File: src/logic/cpu_pkg.sv
package cpu_pkg;

   localparam int word_w    = 16;
   localparam int addr_w    = 16;
   localparam int reg_num_w = 4;
   localparam int flags_w   = 4;
   localparam int num_regs  = 16;

   typedef logic [word_w-1:0]    word_t;
   typedef logic [addr_w-1:0]    bus_addr_t;
   typedef logic [reg_num_w-1:0] reg_num_t;
   typedef logic [word_w-1:0]    ins_t;
   typedef logic [flags_w-1:0]   flags_t;

   // bit positions inside flags_t
   localparam int flag_carry    = 0;
   localparam int flag_zero     = 1;
   localparam int flag_sign     = 2;
   localparam int flag_overflow = 3;

   // instruction field positions (low bit of each field)
   localparam int fld_op_lo    = 12;   // top nibble
   localparam int fld_dst_lo   = 8;    // destination register
   localparam int fld_a_lo     = 4;    // first operand / data register
   localparam int fld_b_lo     = 0;    // second operand / address register
   localparam int fld_cmd_lo   = 9;    // bus t-field
   localparam int fld_sel_bit  = 8;    // bus select, only memory is kept
   localparam int fld_flag_lo  = 4;    // flag number of a jump
   localparam int fld_cond_bit = 6;    // 1 = JP f, 0 = JPN f
   localparam int fld_jp_lo    = 7;
   localparam int fld_alu_bit  = 15;

   // opcodes of the kept encodings
   localparam logic [3:0] op_imm_lo = 4'h1;
   localparam logic [3:0] op_imm_hi = 4'h2;
   localparam logic [3:0] op_bus    = 4'h3;
   localparam ins_t       ins_halt  = 16'h0001;
   localparam logic [8:0] jp_prefix = 9'b0000_0011_0;

   typedef enum logic [2:0] {
      bus_cmd_read_w  = 3'd0,
      bus_cmd_write_w = 3'd1
   } bus_cmd_t;

   // numbered like the top instruction nibble
   typedef enum logic [3:0] {
      alu_add = 4'h8,
      alu_sub = 4'h9,
      alu_adc = 4'ha,
      alu_sbc = 4'hb,
      alu_and = 4'hc,
      alu_or  = 4'hd,
      alu_xor = 4'he,
      alu_cp  = 4'hf
   } alu_op_t;

   typedef enum logic [1:0] {
      st_fetch_wait,
      st_execute,
      st_bus_wait,
      st_halted
   } seq_state_t;

endpackage

File: src/logic/reg_file.sv
`timescale 1ns/1ps

module reg_file (
   input  logic              clk,
   input  logic              reset,
   input  cpu_pkg::reg_num_t rd_num_a,
   input  cpu_pkg::reg_num_t rd_num_b,
   input  cpu_pkg::reg_num_t dbg_sel,
   output cpu_pkg::word_t    rd_data_a,
   output cpu_pkg::word_t    rd_data_b,
   output cpu_pkg::word_t    dbg_data,
   input  logic              wr_en,
   input  cpu_pkg::reg_num_t wr_num,
   input  cpu_pkg::word_t    wr_data
);

   cpu_pkg::word_t regs [cpu_pkg::num_regs];

   always_ff @(posedge clk) begin
      if (reset) begin
         for (int i = 0; i < cpu_pkg::num_regs; i++) begin
            regs[i] <= '0;
         end
      end else if (wr_en) begin
         regs[wr_num] <= wr_data;
      end
   end

   // reads see the value before a write on the same edge
   assign rd_data_a = regs[rd_num_a];
   assign rd_data_b = regs[rd_num_b];
   assign dbg_data  = regs[dbg_sel];

endmodule

File: config.mk
export PLATFORM = sky130hd
export DESIGN_NAME = reg_file
export DESIGN_NICKNAME = d
export VERILOG_FILES = /design/src/logic/cpu_pkg.sv /design/src/logic/reg_file.sv
export SDC_FILE = /design/constraint.sdc
export NUM_CORES = 1
export LEC_CHECK = 0
export BUFFER_PORTS_ARGS = -buffer_cell sky130_fd_sc_hd__buf_2
export CELL_PAD_IN_SITES_DETAIL_PLACEMENT = 0
export CELL_PAD_IN_SITES_GLOBAL_PLACEMENT = 1
export CORE_ASPECT_RATIO = 1.25
export CORE_MARGIN = 2
export CORE_UTILIZATION = 50
export DETAILED_ROUTE_END_ITERATION = 10
export GPL_TIMING_DRIVEN = 0
export PLACE_DENSITY = 0.88
export SLEW_MARGIN = 30
export SYNTH_ARGS = -nofsm -noshare
export SYNTH_HDL_FRONTEND = slang
export SYNTH_SLANG_ARGS = --single-unit
File: constraint.sdc
create_clock -name clk -period 1.7 [get_ports clk]
set_input_delay 0.17 -clock clk [delete_from_list [all_inputs] [get_ports clk]]
set_output_delay 0.17 -clock clk [all_outputs]
set_load 0.05 [all_outputs]
==> impl_metrics.ini, run 1 <==
[global_routing]
gr-total-overflow = 0
grt_pass1_wl_um = 69080
grt_max_degree = 17
antenna_found_initial = 0
grt_pass1_vias = 10720
grt_use_total_pct = 30.48

[outcome]
outcome = finished with violations
violations = setup timing

[synthesis]
yosys_warnings = 0
synth.avg_cell_area_um2 = 15.33
syn_nets = 1031
synth_area_um2 = 15270
synthCells = 996
synth_sequential_area_ratio_pct = 50.36
ys_ff_latch = 256
synth.distinct_cells = 22

[timing]
setup_viol = 48
hold_ws_ns = 0.01238
hold_viol = 0
fmax_mhz = 430.4
period_share_pct = 136.7
rsz0062_at_grt = true
slew_headroom_pct = 55.11
tightest_slew_ns = 0.6727
period_minus_slack_ns = 2.323
maxSlewViolCount = 0
fin_ws_ns = -0.6232

[drt]
drtPass1Iterations = 6
drt-wirelength-per-cell_um = 31.31
ant_nets = 0
via_count = 10330
drtIter0Drc = 1298
routed_wl_um = 47620
avgViaCountPerCell = 6.794
drcViolationCount = 0

[floorplanning]
dieArea_um2 = 31950
die_h_um = 199.4
die_x_um = 160.3
initial_utilization_pct = 50.69
core_area_um2 = 30120
io_pins = 83
num_rows = 71

[clock_network]
clk_path_buf_depth = 3
cts_hold_buf = 0
path_clk_slew_ns = 0.06
root_buffer = clkbuf_16
htreeDepth = 1
cts_tree = yes
cts_made_buffers = 25
cts.sinks = 256

[final_layout]
drive_gt1_share_pct = 48.75
final_common_cell = edfxtp_1
syn_to_final_growth_pct = 18.07
reg_top3 = regs (256)
fillers = 2256
final_cell_mix = edfxtp_1, and2_1, mux4_2
final-seq-area_um2 = 7687
antennaDiodeCount = 0
largest_register_ffs = 256
fin_area_um2 = 18020
multi_input_area_um2 = 7775
fin_nets = 1138
regMostFlops = regs

[placement]
portBuffers = 76
dp_hpwl_um = 32690
placed_area_um2 = 16390
gp_congestion = 0.8741

[worst_hold_path]
hp-class = input port to register

[pwr]
vdd_drop_max_mv = 0.9545
leakage_nw = 6.159
finalPower_w = 0.01648
power_per_cell_area_nw_per_um2 = 914.2

[setup_path]
worst_setup_path_start_kind = register
end_kind = output port
worstPathRequired_ns = 1.53
path_max_fanout = 3
crit_arrival_ns = 2.15
critPathKind = register to output port

[run]
max_cap_violations = 0
[critical path, cell delays in order, from the launching register on]
cell and delay (ns):
edfxtp_1 0.41, mux4_2 0.49, a22oi_2 0.41, nand2_2 0.14, buf_6 0.18
[final timing paths]
kind | slack, ns | to | cells past startpoint | start
setup / recovery | -0.62 | rd_data_a[7] | 4 | regs[3][7]
hold / removal | 0.01 | regs[1][1] | 2 | wr_data[1]
[cells in the mapped netlist, drive strengths merged]
master   number  share of area (%)
nand2        49                1.2
nor2         15               0.45
edfxtp      256                 50
and2        259                 11
nor2b         6               0.25
buf          31               0.93
nand4b        1              0.057
mux4        192                 28
or2          16               0.66
or4b          1              0.090
nor3          4               0.27
a22oi        96                4.7
nand4bb       2               0.21
clkbuf       66                1.6
nand2b        2              0.082
[power breakdown]
part / leakage, nW / switching, W / internal [W]
clock network: 0.379 / 0.00239 / 0.00299
registers: 2.44 / 0.000251 / 0.00732
logic: 3.34 / 0.00207 / 0.00146
[stage by stage]
step | TNS [ns] | instances | utilization [%] | setup slack (ns)
after floorplan | 0 | 996 | - | 0.006593
after global placement | -278.09 | 1473 | 54.43 | -0.9795
after detailed placement | -290.84 | 1473 | 54.43 | -1.051
after CTS | -21.42 | 1517 | 59.30 | -0.5430
after global routing | -23.97 | 1521 | 59.85 | -0.6831
final | -21.45 | 1521 | 59.85 | -0.6232
[final cells by class]
| type | count | area share, % |
|---|---|---|
| repair buffers | 80 | 4.061 |
| clock inverters | 15 | 0.6942 |
| clock buffers | 29 | 3.554 |
| well taps | 401 | 2.784 |
| plain buffers | 97 | 3.124 |
| flip-flops and latches | 256 | 42.65 |
| multi-input cells | 643 | 43.13 |
[timing repair]
item | 4_1_cts | 5_1_grt
pin swaps | 56 | 8
hold endpoints to repair | 0 | 0
gates cloned | 0 | 0
setup buffers | 0 | 4
resized for setup | 207 | 30
setup endpoints to repair | 324 | 259
[cell families (layout without fill, tap and decap cells)]
logic type,count (synthesis),in the layout,share of synthesized area (%)
AND/OR/NAND/NOR,355,355,14.02
flip-flops,256,256,50.36
multiplexers,192,192,28.33
buffers and inverters,97,221,2.582
AO/OA/AOI/OAI,96,96,4.721
[per-layer routing]
metal	global-route usage (%)	part of all wire, %
met1	38.05	34
met2	51.95	50
met3	4.400	10
met4	16.68	6.1
met5	0	0
Note: power is estimated with default switching activity, not from simulation.
==> run 2, diff against run 1 <==
Settings changed: CELL_PAD_IN_SITES_DETAIL_PLACEMENT 0 to 1.
==> run 2 against run 1 <==
  * The run ends with hold timing, setup timing left
  * Flip-flop and latch count did not move
  * Non-clock buffer count rose by 4
  * Critical path depth did not move
  * Hold slack got worse by 0.017 ns
==> impl_metrics.ini, run 2 (synthesized netlist as in run 1, its figures left out) <==
[placement]
placed_area_um2 = 16390
pre_cts_ws_ns = -1.088
gp_congestion = 0.8741
portBuffers = 76
dp_hpwl_um = 36530

[floorplanning]
dieArea_um2 = 31950
initial_utilization_pct = 50.69
num_rows = 71
die_h_um = 199.4
io_pins = 83
die_x_um = 160.3
core_area_um2 = 30120

[pwr]
finalPower_w = 0.01700
netSwitchingPower_w = 0.005033
leakage_nw = 6.203
clkPwrFrac_pct = 33.7
vdd_drop_max_mv = 0.7166
power.internal_w = 0.01196
power_frac_seq_pct = 44.8
p_sw_share_pct = 29.61
power.share.combinational_pct = 21.6
power_per_cell_area_nw_per_um2 = 937.3

[drt]
routed_wl_um = 55390
drcViolationCount = 0
drtIter0Drc = 1461
ant_nets = 0
drt-wirelength-per-cell_um = 36.23
avgViaCountPerCell = 7.164
drtPass1Iterations = 5
via_count = 10950

[worst_hold_path]
hp-class = input port to register

[timing]
period_minus_slack_ns = 2.458
hold_viol = 3
setup_viol = 62
tightest_slew_ns = 0.7139
hold_ws_ns = -0.004590
fmax_mhz = 406.8
fin_ws_ns = -0.7579
slew_headroom_pct = 52.35
period_share_pct = 144.6
rsz0062_at_grt = true
maxSlewViolCount = 0

[clock_network]
clk_path_buf_depth = 3
cts_made_buffers = 26
path_clk_slew_ns = 0.06
cts_tree = yes
cts.sinks = 256
htreeDepth = 1
root_buffer = clkbuf_16

[setup_path]
crit_path_cell_trace = mux4_2 > a22oi_2 > nand2_2 > buf_6
worst_setup_path_start_kind = register
crit_arrival_ns = 2.29
end_kind = output port
cp_slowest_cell = a22oi_2
path_max_fanout = 3
critPathKind = register to output port
slowest_delay_ns = 0.52
worstPathRequired_ns = 1.53

[final_layout]
largest_register_ffs = 256
fin_area_um2 = 18130
fillers = 2740
final_cell_mix = edfxtp_1, and2_1, mux4_2
antennaDiodeCount = 0
syn_to_final_growth_pct = 18.78
reg_top3 = regs (256)
regMostFlops = regs
final_common_cell = edfxtp_1
drive_gt1_share_pct = 49.56
fin_util_pct = 60.21
fin_nets = 1143

[global_routing]
antenna_found_initial = 0
grt_use_total_pct = 34.82
grt_use_met3_pct = 5.500
gr-total-overflow = 0
use_met1_pct = 41.60
grt_max_degree = 17
grt_pass1_vias = 11770
grt.met2_usage_pct = 59.63
grt_pass1_wl_um = 78770
busiest_layer = met2

[run]
max_cap_violations = 0

[outcome]
violations = hold timing, setup timing
outcome = finished with violations
==> run 2: cell types whose count changed in the layout (fill, tap and decap cells not counted), sizes merged <==
cell	change
inv	-1
dlygate4sd3	+1
clkinv	+4
buf	+2
clkinvlp	+2
==> run 2: layout make-up <==
cell class	count	area (um^2)	area share (%)
multi-input cells	643	7799	43.01
clock buffers	28	679.4	3.747
clock inverters	20	140.1	0.7728
well taps	401	501.7	2.767
flip-flops and latches	256	7687	42.40
plain buffers	97	565.5	3.119
repair buffers	84	759.5	4.189
==> run 2: power by group through the flow <==
stage | Sequential, W | Clock, W | Combinational (W)
2_1_floorplan | 0.00759 | 0 | 0.00220
3_3_place_gp | 0.00764 | 0 | 0.00304
3_5_place_dp | 0.00772 | 0 | 0.00312
4_1_cts | 0.00759 | 0.00567 | 0.00352
5_1_grt | 0.00764 | 0.00590 | 0.00374
6_report | 0.00761 | 0.00572 | 0.00366
==> run 2: worst paths after layout <==
kind	start	endpoint	slack, ns	cells past startpoint
min	wr_data[1]	regs[4][1]	-0.005	2
max	regs[0][7]	dbg_data[7]	-0.76	4
==> run 2: repair_timing <==
action	in CTS	in global routing
endpoints found under the hold margin	1	0
pin swaps	65	19
hold buffers	1	0
gates resized for setup	207	47
setup buffers	1	6
endpoints found under the setup margin	341	230
==> run 2: routing by layer <==
| metal | wire length, um | up-vias |
|---|---|---|
| met5 | 0 | - |
| li1 | - | 4202 |
| met4 | 3993 | 0 |
| met3 | 4861 | 228 |
| met2 | 28000 | 892 |
| met1 | 18540 | 5632 |
==> run 2: through the flow <==
| step | cells | hold slack, ns | TNS, ns |
|---|---|---|---|
| 6_report | 1529 | -0.004590 | -24.18 |
| 5_1_grt | 1529 | 0.01283 | -26.87 |
| 4_1_cts | 1523 | 0.001014 | -22.78 |
| 3_5_place_dp | 1473 | 0.5386 | -306.11 |
| 2_1_floorplan | 996 | 0.3682 | 0 |
| 3_3_place_gp | 1473 | 0.5308 | -278.09 |
==> run 2: worst max-delay path, delay by kind of cell, from the launching register on <==
kind | cells | cell delay (ns)
compound gates | 1 | 0.52
buf+inv | 1 | 0.19
flops | 1 | 0.43
mux | 1 | 0.48
simple gates | 1 | 0.12
