<file path="config.mk">
export PLATFORM = sky130hd
export DESIGN_NAME = cpu_sequencer_flat
export DESIGN_NICKNAME = d
export VERILOG_FILES = /design/src/logic/cpu_pkg.sv /design/src/logic/mem_bus_if.sv /design/src/logic/cpu_sequencer.sv /design/src/flat_wrapper.sv
export SDC_FILE = /design/constraint.sdc
export NUM_CORES = 1
export LEC_CHECK = 0
export BUFFER_PORTS_ARGS = -buffer_cell sky130_fd_sc_hd__buf_2
export CAP_MARGIN = 20
export CORE_MARGIN = 2
export CORE_UTILIZATION = 43
export DETAILED_ROUTE_END_ITERATION = 12
export PLACE_DENSITY_LB_ADDON = 0.05
export SETUP_SLACK_MARGIN = 0.15
export SLEW_MARGIN = 20
export SYNTH_ARGS = -nofsm -noshare
export SYNTH_HDL_FRONTEND = slang
export SYNTH_SLANG_ARGS = --single-unit
</file>
<file path="constraint.sdc">
create_clock -name clk -period 7 [get_ports clk]
set_input_delay 1.4 -clock clk [delete_from_list [all_inputs] [get_ports clk]]
set_output_delay 1.4 -clock clk [all_outputs]
set_load 0.1 [all_outputs]
</file>
<file path="src/logic/cpu_pkg.sv">
package cpu_pkg;

   localparam int word_w    = 16;
   localparam int addr_w    = 16;
   localparam int reg_num_w = 4;
   localparam int flags_w   = 4;
   localparam int num_regs  = 16;

   typedef logic [word_w-1:0]    word_t;
   typedef logic [addr_w-1:0]    bus_addr_t;
   typedef logic [reg_num_w-1:0] reg_num_t;
   typedef logic [word_w-1:0]    ins_t;
   typedef logic [flags_w-1:0]   flags_t;

   // bit positions inside flags_t
   localparam int flag_carry    = 0;
   localparam int flag_zero     = 1;
   localparam int flag_sign     = 2;
   localparam int flag_overflow = 3;

   // instruction field positions (low bit of each field)
   localparam int fld_op_lo    = 12;   // top nibble
   localparam int fld_dst_lo   = 8;    // destination register
   localparam int fld_a_lo     = 4;    // first operand / data register
   localparam int fld_b_lo     = 0;    // second operand / address register
   localparam int fld_cmd_lo   = 9;    // bus t-field
   localparam int fld_sel_bit  = 8;    // bus select, only memory is kept
   localparam int fld_flag_lo  = 4;    // flag number of a jump
   localparam int fld_cond_bit = 6;    // 1 = JP f, 0 = JPN f
   localparam int fld_jp_lo    = 7;
   localparam int fld_alu_bit  = 15;

   // opcodes of the kept encodings
   localparam logic [3:0] op_imm_lo = 4'h1;
   localparam logic [3:0] op_imm_hi = 4'h2;
   localparam logic [3:0] op_bus    = 4'h3;
   localparam ins_t       ins_halt  = 16'h0001;
   localparam logic [8:0] jp_prefix = 9'b0000_0011_0;

   typedef enum logic [2:0] {
      bus_cmd_read_w  = 3'd0,
      bus_cmd_write_w = 3'd1
   } bus_cmd_t;

   // numbered like the top instruction nibble
   typedef enum logic [3:0] {
      alu_add = 4'h8,
      alu_sub = 4'h9,
      alu_adc = 4'ha,
      alu_sbc = 4'hb,
      alu_and = 4'hc,
      alu_or  = 4'hd,
      alu_xor = 4'he,
      alu_cp  = 4'hf
   } alu_op_t;

   typedef enum logic [1:0] {
      st_fetch_wait,
      st_execute,
      st_bus_wait,
      st_halted
   } seq_state_t;

endpackage

</file>
<file path="src/logic/mem_bus_if.sv">
`timescale 1ns/1ps

// run toggles to start a request, done toggles when it is served
interface mem_bus_if;

   cpu_pkg::bus_addr_t addr;
   cpu_pkg::bus_cmd_t  cmd;
   cpu_pkg::word_t     wr_data;
   cpu_pkg::word_t     rd_data;
   logic               run;
   logic               done;

   modport requester (
      output addr, cmd, wr_data, run,
      input  rd_data, done
   );

   modport responder (
      input  addr, cmd, wr_data, run,
      output rd_data, done
   );

endinterface

</file>
<file path="src/logic/cpu_sequencer.sv">
`timescale 1ns/1ps

module cpu_sequencer (
   input  logic              clk,
   input  logic              reset,
   mem_bus_if.requester      bus,
   output cpu_pkg::reg_num_t rd_num_a,
   output cpu_pkg::reg_num_t rd_num_b,
   output cpu_pkg::reg_num_t wr_num,
   input  cpu_pkg::word_t    rd_data_a,
   input  cpu_pkg::word_t    rd_data_b,
   output logic              wr_en,
   output cpu_pkg::word_t    wr_data,
   output cpu_pkg::alu_op_t  alu_op,
   input  cpu_pkg::word_t    alu_result,
   input  cpu_pkg::flags_t   alu_flags,
   output cpu_pkg::flags_t   flags,
   output logic              halted
);

   cpu_pkg::seq_state_t state;
   cpu_pkg::bus_addr_t  pc;
   cpu_pkg::bus_addr_t  pc_next;
   cpu_pkg::ins_t       ins;
   cpu_pkg::ins_t       ir;         // held for the data access phase
   logic [3:0]          op;
   logic                busy;
   logic                is_halt;
   logic                is_jump;
   logic                take_jump;
   logic                is_alu;
   logic                is_imm;
   logic                is_mem;
   logic                is_load_ir;

   // word access on the memory bus with command c
   function automatic logic mem_op(cpu_pkg::ins_t i, cpu_pkg::bus_cmd_t c);
      return (i[cpu_pkg::fld_op_lo +: 4] == cpu_pkg::op_bus) &&
             !i[cpu_pkg::fld_sel_bit] && (i[cpu_pkg::fld_cmd_lo +: 3] == c);
   endfunction

   assign busy       = bus.run != bus.done;
   assign ins        = bus.rd_data;       // fetched word stays on rd_data
   assign op         = ins[cpu_pkg::fld_op_lo +: 4];
   assign is_halt    = ins == cpu_pkg::ins_halt;
   assign is_jump    = ins[15:cpu_pkg::fld_jp_lo] == cpu_pkg::jp_prefix;
   assign take_jump  = is_jump &&
                       (flags[ins[cpu_pkg::fld_flag_lo +: 2]] == ins[cpu_pkg::fld_cond_bit]);
   assign is_alu     = ins[cpu_pkg::fld_alu_bit];
   assign is_imm     = (op == cpu_pkg::op_imm_lo) || (op == cpu_pkg::op_imm_hi);
   assign is_mem     = mem_op(ins, cpu_pkg::bus_cmd_read_w) ||
                       mem_op(ins, cpu_pkg::bus_cmd_write_w);
   assign is_load_ir = mem_op(ir, cpu_pkg::bus_cmd_read_w);
   assign pc_next    = take_jump ? rd_data_b : pc + 16'd2;

   assign rd_num_a = is_imm ? ins[cpu_pkg::fld_dst_lo +: 4] : ins[cpu_pkg::fld_a_lo +: 4];
   assign rd_num_b = ins[cpu_pkg::fld_b_lo +: 4];
   assign alu_op   = cpu_pkg::alu_op_t'(op);
   assign halted   = state == cpu_pkg::st_halted;

   always_comb begin
      wr_en   = 1'b0;
      wr_num  = ins[cpu_pkg::fld_dst_lo +: 4];
      wr_data = alu_result;
      if (state == cpu_pkg::st_bus_wait) begin
         wr_num  = ir[cpu_pkg::fld_a_lo +: 4];
         wr_data = bus.rd_data;
         wr_en   = is_load_ir && !busy;
      end else if (state == cpu_pkg::st_execute && !busy) begin
         if (is_alu) begin
            wr_en = alu_op != cpu_pkg::alu_cp;   // CP only sets flags
         end else if (op == cpu_pkg::op_imm_lo) begin
            wr_en   = 1'b1;
            wr_data = {rd_data_a[15:8], ins[7:0]};
         end else if (op == cpu_pkg::op_imm_hi) begin
            wr_en   = 1'b1;
            wr_data = {ins[7:0], rd_data_a[7:0]};
         end
      end
   end

   always_ff @(posedge clk) begin
      if (reset) begin
         state   <= cpu_pkg::st_bus_wait;   // idle bus wait issues the first fetch
         pc      <= '0;
         flags   <= '0;
         ir      <= '0;
         bus.run <= 1'b0;
      end else begin
         case (state)
            cpu_pkg::st_fetch_wait: begin
               state <= cpu_pkg::st_execute;
            end
            cpu_pkg::st_execute: begin
               if (!busy) begin
                  if (is_halt) begin
                     state <= cpu_pkg::st_halted;
                  end else begin
                     pc <= pc_next;
                     if (is_alu) begin
                        flags <= alu_flags;
                     end
                     if (is_mem) begin
                        ir          <= ins;
                        bus.addr    <= rd_data_b;
                        bus.cmd     <= cpu_pkg::bus_cmd_t'(ins[cpu_pkg::fld_cmd_lo +: 3]);
                        bus.wr_data <= rd_data_a;
                        bus.run     <= ~bus.run;
                        state       <= cpu_pkg::st_bus_wait;
                     end else begin
                        bus.addr <= pc_next;    // next fetch
                        bus.cmd  <= cpu_pkg::bus_cmd_read_w;
                        bus.run  <= ~bus.run;
                        state    <= cpu_pkg::st_fetch_wait;
                     end
                  end
               end
            end
            cpu_pkg::st_bus_wait: begin
               if (!busy) begin
                  bus.addr <= pc;
                  bus.cmd  <= cpu_pkg::bus_cmd_read_w;
                  bus.run  <= ~bus.run;
                  state    <= cpu_pkg::st_fetch_wait;
               end
            end
            default: begin
               state <= cpu_pkg::st_halted;    // stays until reset
            end
         endcase
      end
   end

endmodule

</file>
<file path="src/flat_wrapper.sv">
// flat-port wrapper written by rule: the top's interface ports become plain ports
module cpu_sequencer_flat 
  (clk, reset, rd_num_a, rd_num_b, wr_num, rd_data_a, rd_data_b, wr_en, wr_data, alu_op, alu_result, alu_flags, flags, halted, bus_addr, bus_cmd, bus_wr_data, bus_run, bus_rd_data, bus_done);
  mem_bus_if bus_i ();
  input  logic clk;
  input  logic reset;
  output cpu_pkg::reg_num_t rd_num_a;
  output cpu_pkg::reg_num_t rd_num_b;
  output cpu_pkg::reg_num_t wr_num;
  input  cpu_pkg::word_t rd_data_a;
  input  cpu_pkg::word_t rd_data_b;
  output logic wr_en;
  output cpu_pkg::word_t wr_data;
  output cpu_pkg::alu_op_t alu_op;
  input  cpu_pkg::word_t alu_result;
  input  cpu_pkg::flags_t alu_flags;
  output cpu_pkg::flags_t flags;
  output logic halted;
  output wire logic [$bits(bus_i.addr)-1:0] bus_addr;
  output wire logic [$bits(bus_i.cmd)-1:0] bus_cmd;
  output wire logic [$bits(bus_i.wr_data)-1:0] bus_wr_data;
  output wire logic [$bits(bus_i.run)-1:0] bus_run;
  input wire logic [$bits(bus_i.rd_data)-1:0] bus_rd_data;
  input wire logic [$bits(bus_i.done)-1:0] bus_done;
  assign bus_addr = bus_i.addr;
  assign bus_cmd = bus_i.cmd;
  assign bus_wr_data = bus_i.wr_data;
  assign bus_run = bus_i.run;
  assign bus_i.rd_data = bus_rd_data;
  assign bus_i.done = bus_done;
  cpu_sequencer u_core (.clk(clk), .reset(reset), .bus(bus_i), .rd_num_a(rd_num_a), .rd_num_b(rd_num_b), .wr_num(wr_num), .rd_data_a(rd_data_a), .rd_data_b(rd_data_b), .wr_en(wr_en), .wr_data(wr_data), .alu_op(alu_op), .alu_result(alu_result), .alu_flags(alu_flags), .flags(flags), .halted(halted));
endmodule
</file>
==> flow_summary.ini <==
[logic_synthesis]
ys.flop_type = edfxtp_1
ys_seq_area_frac = 0.392
synth_cell_type_count = 62
synthCells = 523
yosys-top-cells-area = edfxtp_1, dfxtp_1, nor2_1
ys_warn_count = 0
synth_async_sr_flop_share = 0
synth_area_um2 = 4470
synth_edf_count = 35
synth_top_area_share = 0.235
ys_ff_latch = 70
synth_top_area_cell = edfxtp_1
synth_area_per_cell_um2 = 8.54

[detailed_routing]
firstDrtPassIters = 5
wire_per_inst_um = 17.2
vias = 4422
wl_mm = 13.3
drt-initial-drc-count = 250
ant_nets = 0
drc = 0
drt-vias-per-instance = 5.70

[power]
seq_power_share = 0.238
pwr-share-comb = 0.592
power_mw = 2.14
max-vdd-ir-drop_uv = 245
power.switching_mw = 1.26
p_int_mw = 0.876
swShare = 0.590
p_per_area_nw_per_um2 = 397
p_leak_nw = 2.17
power_frac_clock = 0.170

[grt]
grt_usage = 0.237
grt_pass1_vias = 4090
grt_pass1_wl_mm = 20.9
antenna_found_initial = 0
grt_max_degree = 56
grt_overflow_total = 0

[clock_network]
max-clock-path-buffers = 2
cts-buffers-inserted = 9
clk_latency_ns = 0.35
cts_tree = built
cts-resized-gates = 0
cts.sinks = 70
hold_buffers = 0
ctsHtreeMaxLevel = 3
cts_root_buffer = clkbuf_8
clkTransAtPathRegs_ns = 0.08
cts_setup_buffers = 0

[timing]
rsz0062_at_grt = no
relSlewSlack = 0.282
finalSetupViolCount = 0
fin_crit_sh = 0.763
drv_slew = 0
tightest_slew_ns = 1.07
finalHoldViolations = 0
min_period_ns = 5.34
finClkSkew_ns = 0.00883
clock.fmax_mhz = 187
finalSetupTns_ns = 0
holdWs_ns = 0.460
postLayoutSetupSlackWorst_ns = 1.66

[die]
die_h_um = 106
io_pins = 145
chipWidth_um = 106
placementRows = 37
core_area_um2 = 10200
start_util = 0.439
fp.dieArea_um2 = 11200

[final_layout]
fillCellCount = 1005
n_antenna_cell = 0
fin_util = 0.528
final_cell_mix = buf_2, nor2_1, nand2_1
final_area_um2 = 5380
final_common_cell = buf_2
drive_above_1_share = 0.288
syn2layout_area_growth_pct = 20.3
fin_cells = 776
num-nets-final = 711

[outcome]
status = finished, final reports clean

[min_path]
min_from = u_core.ir[6]
hold_path_class = flip-flop to flip-flop

[worst_setup_path]
required_ns = 5.60
worstSetupStartpointType = input port
crit_type = input port to primary output
cp_max_fo = 15
end_kind = primary output
cp-startpoint = bus_done
arrival_ns = 3.94
rr_startpoint = u_core.flags[3]

[placement]
hpwl_mm = 9.29
io_buffers = 144
detailedPlace.worstSlack_ns = 1.71
gp_congestion = 0.889
dp.cells = 760
placed_cell_area_um2 = 5160

[job]
maxCapViolCount = 0
logic make-up (layout without fill, tap and decap cells):
logic type,Yosys count,in the layout,share of synthesized area
mux,23,23,0.0577
buf+inv,76,192,0.0767
simple gates,200,200,0.227
other cells,1,2,0.000839
fa+ha+maj,5,5,0.0140
xor+xnor,3,3,0.00588
flops,70,70,0.392
compound gates,145,145,0.226
layout make-up:
class,count,area (um2),share of cell area
Multi-Input combinational cell,378,2380,0.444
Inverter,29,109,0.0202
Timing Repair Buffer,147,743,0.138
Sequential cell,70,1750,0.326
Clock inverter,4,51.3,0.00954
Tap cell,136,170,0.0316
Clock buffer,12,166,0.0310
sequential cells by signal, summed over array words and instances (netlist names):
signal and count:
u_core.bus.addr 16, u_core.bus.wr_data 16, u_core.pc 16, u_core.ir 12, u_core.flags 4, u_core.bus.cmd 3, u_core.state 2, u_core.bus.run 1
final timing paths:
kind / end / slack (ns) / depth (start not counted)
max reg2reg: u_core.pc[10] / 4.25 / 5
max: wr_data[7] / 1.66 / 7
min: u_core.ir[6] / 0.46 / 2
min reg2reg: u_core.ir[6] / 0.46 / 2
Yosys cell counts, types with 10 or more instances:
library cell  number
a211oi_1          14
a21oi_1           37
a31oi_1           14
clkbuf_1          24
dfxtp_1           35
edfxtp_1          35
inv_1             29
mux2i_1           13
nand2_1           39
nand3_1           17
nand4_1           13
nor2_1            67
nor2b_1           10
o21ai_0           10
o22ai_1           13
o32ai_1           13
critical path, stage by stage:
cell and delay (ns):
buf_2 0.11, xnor2_1 0.45, nand3_1 0.52, a21oi_1 0.65, o22ai_1 0.18, a21oi_1 0.18
buf_2 0.45
per-layer routing:
| layer | up-vias | routed length (um) | track usage |
|---|---|---|---|
| met1 | 2073 | 6410 | 0.338 |
| met5 | - | 0 | 0 |
| met4 | 0 | 243 | 0.101 |
| li1 | 2165 | - | - |
| met3 | 22 | 742 | 0.0343 |
| met2 | 162 | 5930 | 0.359 |
power by group through the flow:
stage | clock (mW) | combinational [mW] | sequential [mW]
floorplan | 0 | 0.793 | 0.786
global placement | 0 | 1.25 | 0.517
global route | 0.384 | 1.32 | 0.513
detailed placement | 0 | 1.26 | 0.518
finish | 0.362 | 1.27 | 0.508
CTS | 0.368 | 1.26 | 0.509
Power figures use the tool's default switching activity.
