**config.mk**
```make
export PLATFORM = sky130hd
export DESIGN_NAME = alu
export DESIGN_NICKNAME = d
export VERILOG_FILES = /design/src/logic/cpu_pkg.sv /design/src/logic/alu.sv
export SDC_FILE = /design/constraint.sdc
export NUM_CORES = 1
export LEC_CHECK = 0
export BUFFER_PORTS_ARGS = -buffer_cell sky130_fd_sc_hd__buf_2
export CAP_MARGIN = 30
export CELL_PAD_IN_SITES_DETAIL_PLACEMENT = 1
export CELL_PAD_IN_SITES_GLOBAL_PLACEMENT = 1
export CORE_UTILIZATION = 40
export DETAILED_ROUTE_END_ITERATION = 7
export PLACE_DENSITY_LB_ADDON = 0.1
export SYNTH_ARGS = -nofsm -noshare
export SYNTH_HDL_FRONTEND = slang
export SYNTH_SLANG_ARGS = --single-unit
```
**constraint.sdc**
```tcl
create_clock -name vclk -period 5.8
set_input_delay 0.58 -clock vclk [all_inputs]
set_output_delay 0.58 -clock vclk [all_outputs]
set_load 0.1 [all_outputs]
```
**src/logic/cpu_pkg.sv**
```systemverilog
package cpu_pkg;

   localparam int word_w    = 16;
   localparam int addr_w    = 16;
   localparam int reg_num_w = 4;
   localparam int flags_w   = 4;
   localparam int num_regs  = 16;

   typedef logic [word_w-1:0]    word_t;
   typedef logic [addr_w-1:0]    bus_addr_t;
   typedef logic [reg_num_w-1:0] reg_num_t;
   typedef logic [word_w-1:0]    ins_t;
   typedef logic [flags_w-1:0]   flags_t;

   // bit positions inside flags_t
   localparam int flag_carry    = 0;
   localparam int flag_zero     = 1;
   localparam int flag_sign     = 2;
   localparam int flag_overflow = 3;

   // instruction field positions (low bit of each field)
   localparam int fld_op_lo    = 12;   // top nibble
   localparam int fld_dst_lo   = 8;    // destination register
   localparam int fld_a_lo     = 4;    // first operand / data register
   localparam int fld_b_lo     = 0;    // second operand / address register
   localparam int fld_cmd_lo   = 9;    // bus t-field
   localparam int fld_sel_bit  = 8;    // bus select, only memory is kept
   localparam int fld_flag_lo  = 4;    // flag number of a jump
   localparam int fld_cond_bit = 6;    // 1 = JP f, 0 = JPN f
   localparam int fld_jp_lo    = 7;
   localparam int fld_alu_bit  = 15;

   // opcodes of the kept encodings
   localparam logic [3:0] op_imm_lo = 4'h1;
   localparam logic [3:0] op_imm_hi = 4'h2;
   localparam logic [3:0] op_bus    = 4'h3;
   localparam ins_t       ins_halt  = 16'h0001;
   localparam logic [8:0] jp_prefix = 9'b0000_0011_0;

   typedef enum logic [2:0] {
      bus_cmd_read_w  = 3'd0,
      bus_cmd_write_w = 3'd1
   } bus_cmd_t;

   // numbered like the top instruction nibble
   typedef enum logic [3:0] {
      alu_add = 4'h8,
      alu_sub = 4'h9,
      alu_adc = 4'ha,
      alu_sbc = 4'hb,
      alu_and = 4'hc,
      alu_or  = 4'hd,
      alu_xor = 4'he,
      alu_cp  = 4'hf
   } alu_op_t;

   typedef enum logic [1:0] {
      st_fetch_wait,
      st_execute,
      st_bus_wait,
      st_halted
   } seq_state_t;

endpackage

```
**src/logic/alu.sv**
```systemverilog
`timescale 1ns/1ps

module alu (
   input  cpu_pkg::alu_op_t op,
   input  cpu_pkg::word_t   a,
   input  cpu_pkg::word_t   b,
   input  logic             carry_in,
   output cpu_pkg::word_t   result,
   output cpu_pkg::flags_t  flags_out
);

   logic [16:0] sum;
   logic [16:0] ext_a;
   logic [16:0] ext_b;
   logic [16:0] ext_c;
   logic        is_logic;
   logic        is_add;

   assign ext_a = {1'b0, a};
   assign ext_b = {1'b0, b};
   assign ext_c = {16'h0000, carry_in};

   assign is_logic = (op == cpu_pkg::alu_and) || (op == cpu_pkg::alu_or) ||
                     (op == cpu_pkg::alu_xor);
   assign is_add   = (op == cpu_pkg::alu_add) || (op == cpu_pkg::alu_adc);

   always_comb begin
      case (op)
         cpu_pkg::alu_add: sum = ext_a + ext_b;
         cpu_pkg::alu_sub: sum = ext_a - ext_b;
         cpu_pkg::alu_adc: sum = ext_a + ext_b + ext_c;
         cpu_pkg::alu_sbc: sum = ext_a - ext_b - ext_c;   // bit 16 is the borrow
         cpu_pkg::alu_and: sum = ext_a & ext_b;
         cpu_pkg::alu_or:  sum = ext_a | ext_b;
         cpu_pkg::alu_xor: sum = ext_a ^ ext_b;
         default:          sum = ext_a - ext_b;           // CP
      endcase
   end

   assign result = sum[15:0];

   always_comb begin
      flags_out = '0;
      flags_out[cpu_pkg::flag_sign] = sum[15];
      flags_out[cpu_pkg::flag_zero] = (sum[15:0] == 16'h0000);
      if (is_logic) begin
         flags_out[cpu_pkg::flag_overflow] = ~^sum[15:0];   // even parity
         flags_out[cpu_pkg::flag_carry]    = 1'b0;
      end else if (is_add) begin
         flags_out[cpu_pkg::flag_overflow] = (a[15] == b[15]) && (a[15] != sum[15]);
         flags_out[cpu_pkg::flag_carry]    = sum[16];
      end else begin
         flags_out[cpu_pkg::flag_overflow] = (a[15] != b[15]) && (a[15] != sum[15]);
         flags_out[cpu_pkg::flag_carry]    = sum[16];
      end
   end

endmodule

```
==> results of run 1 <==
[critical path, delay by kind of cell]
kind | cells | cell delay [ps]
compound gates | 7 | 1360
xor+xnor | 4 | 580
fa+ha+maj | 3 | 930
buf+inv | 2 | 320
simple gates | 5 | 1300
[kinds of logic (layout without fill, tap and decap cells)]
logic type | Yosys count | in the layout | share of synthesized area
fa+ha+maj | 62 | 62 | 0.1862
mux | 4 | 4 | 0.009426
buf+inv | 96 | 163 | 0.09278
simple gates | 215 | 215 | 0.2683
compound gates | 206 | 206 | 0.3485
xor+xnor | 46 | 46 | 0.09484
[cell usage after synthesis, drive strengths merged, types with 3 or more instances]
cell type / number / area [um^2]
nand2: 54 / 202.7
or4: 5 / 45.04
a22oi: 4 / 30.03
inv: 66 / 247.7
o211ai: 19 / 142.6
nand3: 29 / 145.1
a2111oi: 5 / 81.33
buf: 11 / 75.07
ha: 60 / 750.7
a211oi: 15 / 145.1
a21o: 10 / 75.07
nor2b: 10 / 65.06
and3: 5 / 32.53
xor2: 11 / 96.34
or2: 6 / 37.54
o21ai: 45 / 236.5
mux2i: 4 / 40.04
nor4: 9 / 83.83
and2: 3 / 18.77
o31a: 3 / 26.28
nor3b: 3 / 22.52
o211a: 5 / 50.05
a211o: 3 / 26.28
o21a: 8 / 60.06
nor2: 42 / 157.7
or3b: 3 / 26.28
clkbuf: 18 / 67.56
a21oi: 46 / 234.0
nand2b: 7 / 43.79
o22ai: 5 / 31.28
nand4: 8 / 56.30
a31oi: 5 / 31.28
a22o: 3 / 26.28
xnor2: 35 / 306.5
or3: 8 / 55.05
o2111ai: 7 / 61.31
nor3: 16 / 80.08
[path summary, 6_finish.rpt]
kind,from,end
max,b[0],flags_out[3]
min,a[15],flags_out[3]
[cells in the final DEF (no fill, tap or decap), types with 4 or more instances in the layout]
| cell | netlist | layout |
|---|---|---|
| a211oi_1 | 10 | 9 |
| a211oi_2 | 4 | 4 |
| a21o_1 | 10 | 10 |
| a21oi_1 | 45 | 41 |
| a21oi_2 | 1 | 4 |
| a22oi_1 | 4 | 4 |
| a31oi_1 | 5 | 4 |
| and3_1 | 4 | 4 |
| buf_2 | 6 | 56 |
| buf_4 | 1 | 38 |
| ha_1 | 60 | 55 |
| ha_2 | 0 | 4 |
| inv_1 | 66 | 64 |
| mux2i_1 | 4 | 4 |
| nand2_1 | 54 | 54 |
| nand2b_1 | 7 | 7 |
| nand3_1 | 29 | 27 |
| nand4_1 | 7 | 7 |
| nor2_1 | 42 | 42 |
| nor2b_1 | 9 | 8 |
| nor3_1 | 16 | 15 |
| nor4_1 | 6 | 4 |
| o2111ai_1 | 7 | 7 |
| o211a_1 | 5 | 4 |
| o211ai_1 | 19 | 19 |
| o21a_1 | 8 | 8 |
| o21ai_0 | 40 | 35 |
| o21ai_1 | 4 | 7 |
| o22ai_1 | 5 | 5 |
| or2_2 | 5 | 5 |
| or3_1 | 7 | 6 |
| xnor2_1 | 35 | 29 |
| xnor2_2 | 0 | 6 |
| xor2_1 | 11 | 11 |
[routing by layer]
layer,up-vias,track usage,wire [um]
li1,2420,-,-
met1,2452,0.4102,7713
met2,166,0.5028,7956
met3,18,0.01123,868
met4,0,0.05634,209
met5,-,0,0
[repair_timing]
action	CTS	global route
hold buffers	0	0
setup endpoints to repair	1	1
pin swaps	3	19
gates resized for setup	2	44
hold endpoints to repair	0	0
buffers inserted	0	7
[layout make-up]
type | count | area [um^2] | share of cell area
Inverter | 67 | 251.5 | 0.04933
Multi-Input combinational cell | 533 | 4071 | 0.7985
Tap cell | 136 | 170.2 | 0.03337
Timing Repair Buffer | 96 | 605.6 | 0.1188
[metrics by stage]
stage	setup TNS, ps	utilization	instances
6_report	0	0.4939	832
2_1_floorplan	0	-	629
5_1_grt	-76.06	0.4939	832
3_3_place_gp	0	0.4689	825
3_5_place_dp	-23.96	0.4689	825
4_1_cts	0	0.4706	825
[where the power goes]
| part | switching (W) | internal, W |
|---|---|---|
| registers | 0 | 0 |
| logic | 0.000656 | 0.000323 |
| clock network | 0 | 0 |
| total | 0.000656 | 0.000323 |
==> summary.md, run 1 <==
| Metric | Value |
|---|---|
| Final worst slack | 148.7 ps |
| Pwr Total | 0.0009793 W |
| Site row count | 37 |
| Total core area | 0.01032 mm^2 |
| Leak | 2.242 nW |
| IO Count | 57 |
| Remaining global-route overflow | 0 |
| Worst stage delay on the critical path | 410 ps |
| Max Freq | 177.0 MHz |
| Sequential cell area | 0 um^2 |
| Final slew viol count | 0 |
| DIE AREA | 0.01104 mm^2 |
| P&R area growth vs syn | 20.03% |
| Period utilization | 0.9744 |
| Share of cells above drive strength 1 | 0.2399 |
| Cell variety after synth | 82 |
| Residual DRC count | 0 |
| Fillers | 1346 |
| Status | finished, final reports clean |
| CP cell instances | buf_2 > ha_1 > fa_2 > a211oi_4 > o22ai_1 > and4bb_2 > nand4_2 > or3_4 > nor4_4 > xnor2_1 > o21ai_2 > o21ai_1 > a21o_1 > ha_1 > xnor2_2 > xnor2_1 > xnor2_1 > a211oi_1 > a21oi_1 > nand3_2 > buf_12 |
| Slew margin rel. | 0.5030 |
| Via count | 5056 |
| Smallest hold slack | 1768 ps |
| Slowest-stage cell, CP | or3_4 |
| Number of global-route vias before repair | 5034 |
| WS Path Type | in2out |
| Pwr dens | 192.1 mW/mm^2 |
| Most frequent cell on the critical path | xnor2_1 |
| Post-DP HPWL | 13590 um |
| PortBufs | 57 |
| Initial drt markers | 370 |
| Hold Path Class | in2out |
| Syn Area/Cell | 6.753 um^2 |
| Final min period | 5651 ps |
| Synth Cell Area | 0.004248 mm^2 |
| Crit path launch type | primary input |
| Vias per cell | 6.077 |
| Final instance area | 0.005099 mm^2 |
| Initial DRT Pass Iterations | 5 |
| Post-synthesis sequential area ratio | 0 |
| Clock buffer cells | 0 |
| Post-layout nets | 797 |
| Detail Route Antenna Nets | 0 |
| Cells after Synth | 629 |
| Total wire length | 16750 um |
| Largest net degree at the start of global routing | 18 |
| Worst EP required | 5220 ps |
| Dpl ws | -23.96 ps |
| WP data arrival | 5070 ps |
| Initial antenna violation count | 0 |
| Gpl congestion | 0.9177 |
| Initial Utilization | 0.4115 |
| Ant diodes | 0 |
| Crit path max fanout | 7 |
| CP Capture Type | primary output |
| DR WL/cell | 20.13 um |
| Hold Fails Final Rpt | 0 |
| Dpl cell area | 0.004841 mm^2 |
| Die width | 105.1 um |
| Worst slew pin tran | 743.7 ps |
| Post-Syn Nets | 728 |
| Seq_cells | 0 |
| DIE HEIGHT | 105.1 um |
| Total number of yosys warnings | 0 |
| Final Setup Violations | 0 |
| First-pass GRT wire length | 26130 um |
| Hold Path Stages | 5 |
| Peak supply drop | 0.0002016 V |
| Total track usage | 0.2941 |
| Number of max-cap violations | 0 |
Note: power is estimated with default switching activity, not from simulation.
==> run 2, diff against run 1 <==
- ABC_AREA: default -> 1
- CELL_PAD_IN_SITES_DETAIL_PLACEMENT: 1 -> default
- CELL_PAD_IN_SITES_GLOBAL_PLACEMENT: 1 -> default
- PLACE_DENSITY_LB_ADDON: 0.1 -> default
==> run 2 against run 1 <==
  * Setup slack better by 610 ps
  * Non-clock buffer count fell by 32
  * Cell count rose by 17%
  * Die area up 1.2%
  * Fmax grew 12%
  * Clock-buffer cell count stayed put
  * Cell area decreased by 8.2%
  * Core utilization decreased by 4.2 points
  * Flip-flop and latch count unchanged
  * Via count down 2.6%
  * Critical path type unchanged
  * Critical path depth shrank 2
==> summary.md, run 2 <==
| Metric | Value |
|---|---|
| Status | finished, final reports clean |
| Compound-Gate Fraction of Synth Area | 0.1388 (-0.2097) |
| Area share of the largest cell type after synthesis | 0.1920 (+0.01530) |
| Final slew viol count | 0 (unchanged) |
| CTS-repair resized insts | 0 (-2) |
| Most frequent cells in the layout | 220 x nand2_1, 161 x inv_1, 73 x nor2_1 |
| Smallest hold slack | 1762 ps (-5.930 ps) |
| WP data arrival | 4460 ps (-610 ps) |
| Internal Dissipation | 0.0002052 W (-37%) |
| Leading area contributor after synthesis | nand2_1 |
| Final Core Density | 0.4515 (-0.04238) |
| Synth Area in Simple Gates | 0.4548 (+0.1864) |
| Post-synthesis sequential area ratio | 0 (unchanged) |
| Final instance area | 0.004682 mm^2 (-8.2%) |
| Syn Area/Cell | 5.402 um^2 (-20%) |
| Worst EP required | 5220 ps (about the same) |
| Final Setup Violations | 0 (unchanged) |
| Synth Area in XOR/XNOR | 0.04219 (-0.05266) |
| Seq_cells | 0 (unchanged) |
| RSZ-0062 raised after global routing | false |
| Ant diodes | 0 (unchanged) |
| Hold Path Class | in2out |
| Post-Syn Nets | 895 (+23%) |
| Total number of yosys warnings | 0 (unchanged) |
| CP Capture Type | primary output |
| Total track usage | 0.2413 (-0.05282) |
| Post-layout nets | 941 (+18%) |
| Crit path max fanout | 5 (-2) |
| Dpl cell area | 0.004682 mm^2 (-3.3%) |
| Cells after Synth | 796 (+27%) |
| Number of max-cap violations | 0 (unchanged) |
| Number of post-CTS setup repair buffers | 0 (unchanged) |
| IO Count | 57 (unchanged) |
| Sequential cell area | 0 um^2 (unchanged) |
| Setup Total Neg Slack | 0 ps (unchanged) |
| Most frequent cell after synthesis | nand2_1 |
| Fillers | 1249 (-7.2%) |
| Synth Cell Area | 0.004300 mm^2 (+1.2%) |
| Ranking of synthesized cells by area | nand2_1 19%, ha_1 17%, inv_1 14%, nand3_1 7.0%, nor2_1 6.4% |
| Residual DRC count | 0 (unchanged) |
| Detail Route Antenna Nets | 0 (unchanged) |
| PortBufs | 57 (unchanged) |
| Clock share of power | 0 (unchanged) |
| Total wire length | 13290 um (-21%) |
| Max Freq | 198.5 MHz (+12%) |
| Global route hottest layer | met2 |
| Post-DP HPWL | 11440 um (-16%) |
| First-pass GRT wire length | 21740 um (-17%) |
| Synth Area in Adders | 0.1839 (-0.002275) |
| Remaining global-route overflow | 0 (unchanged) |
| DR WL/cell | 13.61 um (-32%) |
| Mux share of post-synthesis cell area | 0 (-0.009426) |
| Largest family of logic cells by synthesized area | simple AND/OR/NAND/NOR gates |
| Clock buffer cells | 0 (unchanged) |
| Switching power total | 0.0005709 W (-13%) |
| Cell variety after synth | 47 (-43%) |
| Site row count | 37 (unchanged) |
| P&R area growth vs syn | 8.874% |
| Met2 Use GR | 0.4038 (-0.09901) |
| CP Launch Point | a[0] |
| Layout Cells excl Fill | 976 (+17%) |
| Gpl congestion | 0.9919 (+8.1%) |
| DP Cell Count | 976 (+18%) |
| Die width | 105.7 um (+0.60%) |
| Commonest non-fill, non-tap cell in the layout | nand2_1 |
| WS Path Type | in2out |
| Period utilization | 0.8687 (-0.1057) |
| Largest net degree at the start of global routing | 15 (-3) |
| Final min period | 5038 ps (-613.0 ps) |
| Met1 usage | 0.3495 (-0.06064) |
| Worst slew pin tran | 687.3 ps (-56.34 ps) |
| Total core area | 0.01037 mm^2 (+0.45%) |
| Share of cells above drive strength 1 | 0.1583 (-0.08161) |
| Pwr dens | 165.8 mW/mm^2 (-14%) |
| DIE AREA | 0.01117 mm^2 (+1.2%) |
| Crit path launch type | primary input |
| Hold Buf Count CTS | 0 (unchanged) |
| Initial DRT Pass Iterations | 5 (unchanged) |
| Leak | 2.748 nW (+23%) |
| Vias per cell | 5.048 (-17%) |
| Met3 Resource Use GR | 0.004947 (-0.006282) |
| Commonest cells post-synth | 220 x nand2_1, 161 x inv_1, 73 x nor2_1 |
| Initial Utilization | 0.4147 (+0.003231) |
| Comb pwr share | 1.000 (about the same) |
| Peak supply drop | 0.0001113 V (-45%) |
| Initial drt markers | 359 (-3.0%) |
| Switching part of the total power | 0.7356 (+0.06589) |
| Via count | 4927 (-2.6%) |
| Hold Fails Final Rpt | 0 (unchanged) |
| Number of global-route vias before repair | 4445 (-12%) |
| Initial antenna violation count | 0 (unchanged) |
| Reg power frac | 0 (unchanged) |
| Worst Setup EP | flags_out[3] |
| Slew margin rel. | 0.5299 (+0.02691) |
| DIE HEIGHT | 105.7 um (+0.60%) |
==> run 2: changes by cell type after synthesis, moves of 13 or more <==
| cell | change |
|---|---|
| a21oi_1 | -17 |
| clkbuf_1 | -13 |
| o211ai_1 | -16 |
| o21ai_0 | -14 |
| nand2_1 | +166 |
| nor2_1 | +31 |
| nand3_1 | +31 |
| xnor2_1 | -30 |
| inv_1 | +95 |
==> run 2: worst min-delay path by stage <==
stage	cells past startpoint	from	end
6_report	5	a[15]	flags_out[3]
5_1_grt	5	a[15]	flags_out[3]
4_1_cts	5	a[15]	flags_out[3]
3_5_place_dp	5	a[15]	flags_out[3]
3_3_place_gp	5	a[15]	flags_out[3]
2_1_floorplan	7	op[0]	result[12]
==> run 2: per-layer routing <==
layer | up-vias | share of wire | wire, um
li1 | 2590 | - | -
met1 | 2137 | 0.48 | 6374
met2 | 184 | 0.44 | 5797
met3 | 16 | 0.070 | 925
met4 | 0 | 0.014 | 190
met5 | - | 0 | 0
==> run 2: final cells by class <==
| cell class | count | area [um^2] | share of cell area |
|---|---|---|---|
| Timing Repair Buffer | 64 | 337.8 | 0.07215 |
| Inverter | 173 | 649.4 | 0.1387 |
| Multi-Input combinational cell | 603 | 3525 | 0.7528 |
| Tap cell | 136 | 170.2 | 0.03634 |
==> run 2: cell families after synthesis <==
logic type               Yosys count
XOR/XNOR                          16
AND/OR/NAND/NOR                  428
buffers and inverters            193
AO/OA/AOI/OAI                     97
adder cells (fa/ha/maj)           62
==> run 2: through the flow <==
stage | worst slack, ps | power, W
floorplan | 260.3 | 0.0006246
global placement | 760.8 | 0.0007727
finish | 761.7 | 0.0007761
CTS | 759.7 | 0.0007748
detailed placement | 782.8 | 0.0007720
global route | 431.8 | 0.0008471
==> run 2: power groups by stage <==
stage                     registers [W]  logic (W)  clock network (W)
after floorplan                       0   0.000625                  0
after global placement                0   0.000773                  0
after detailed placement              0   0.000772                  0
after CTS                             0   0.000775                  0
after global routing                  0   0.000847                  0
final                                 0   0.000776                  0
==> run 2: critical path, stage by stage <==
cell and delay (ps):
buf_2 100, ha_1 290, fa_1 500, nand3_2 120, nand3_2 110, xor2_1 240, nand2_1 140, nand3_1 100
nand2_1 50, a2111oi_0 610, nand2_1 140, inv_1 90, ha_1 240, xnor2_1 140, xnor2_1 270, xnor2_1 170
nand2_1 70, nand2_1 60, buf_2 410
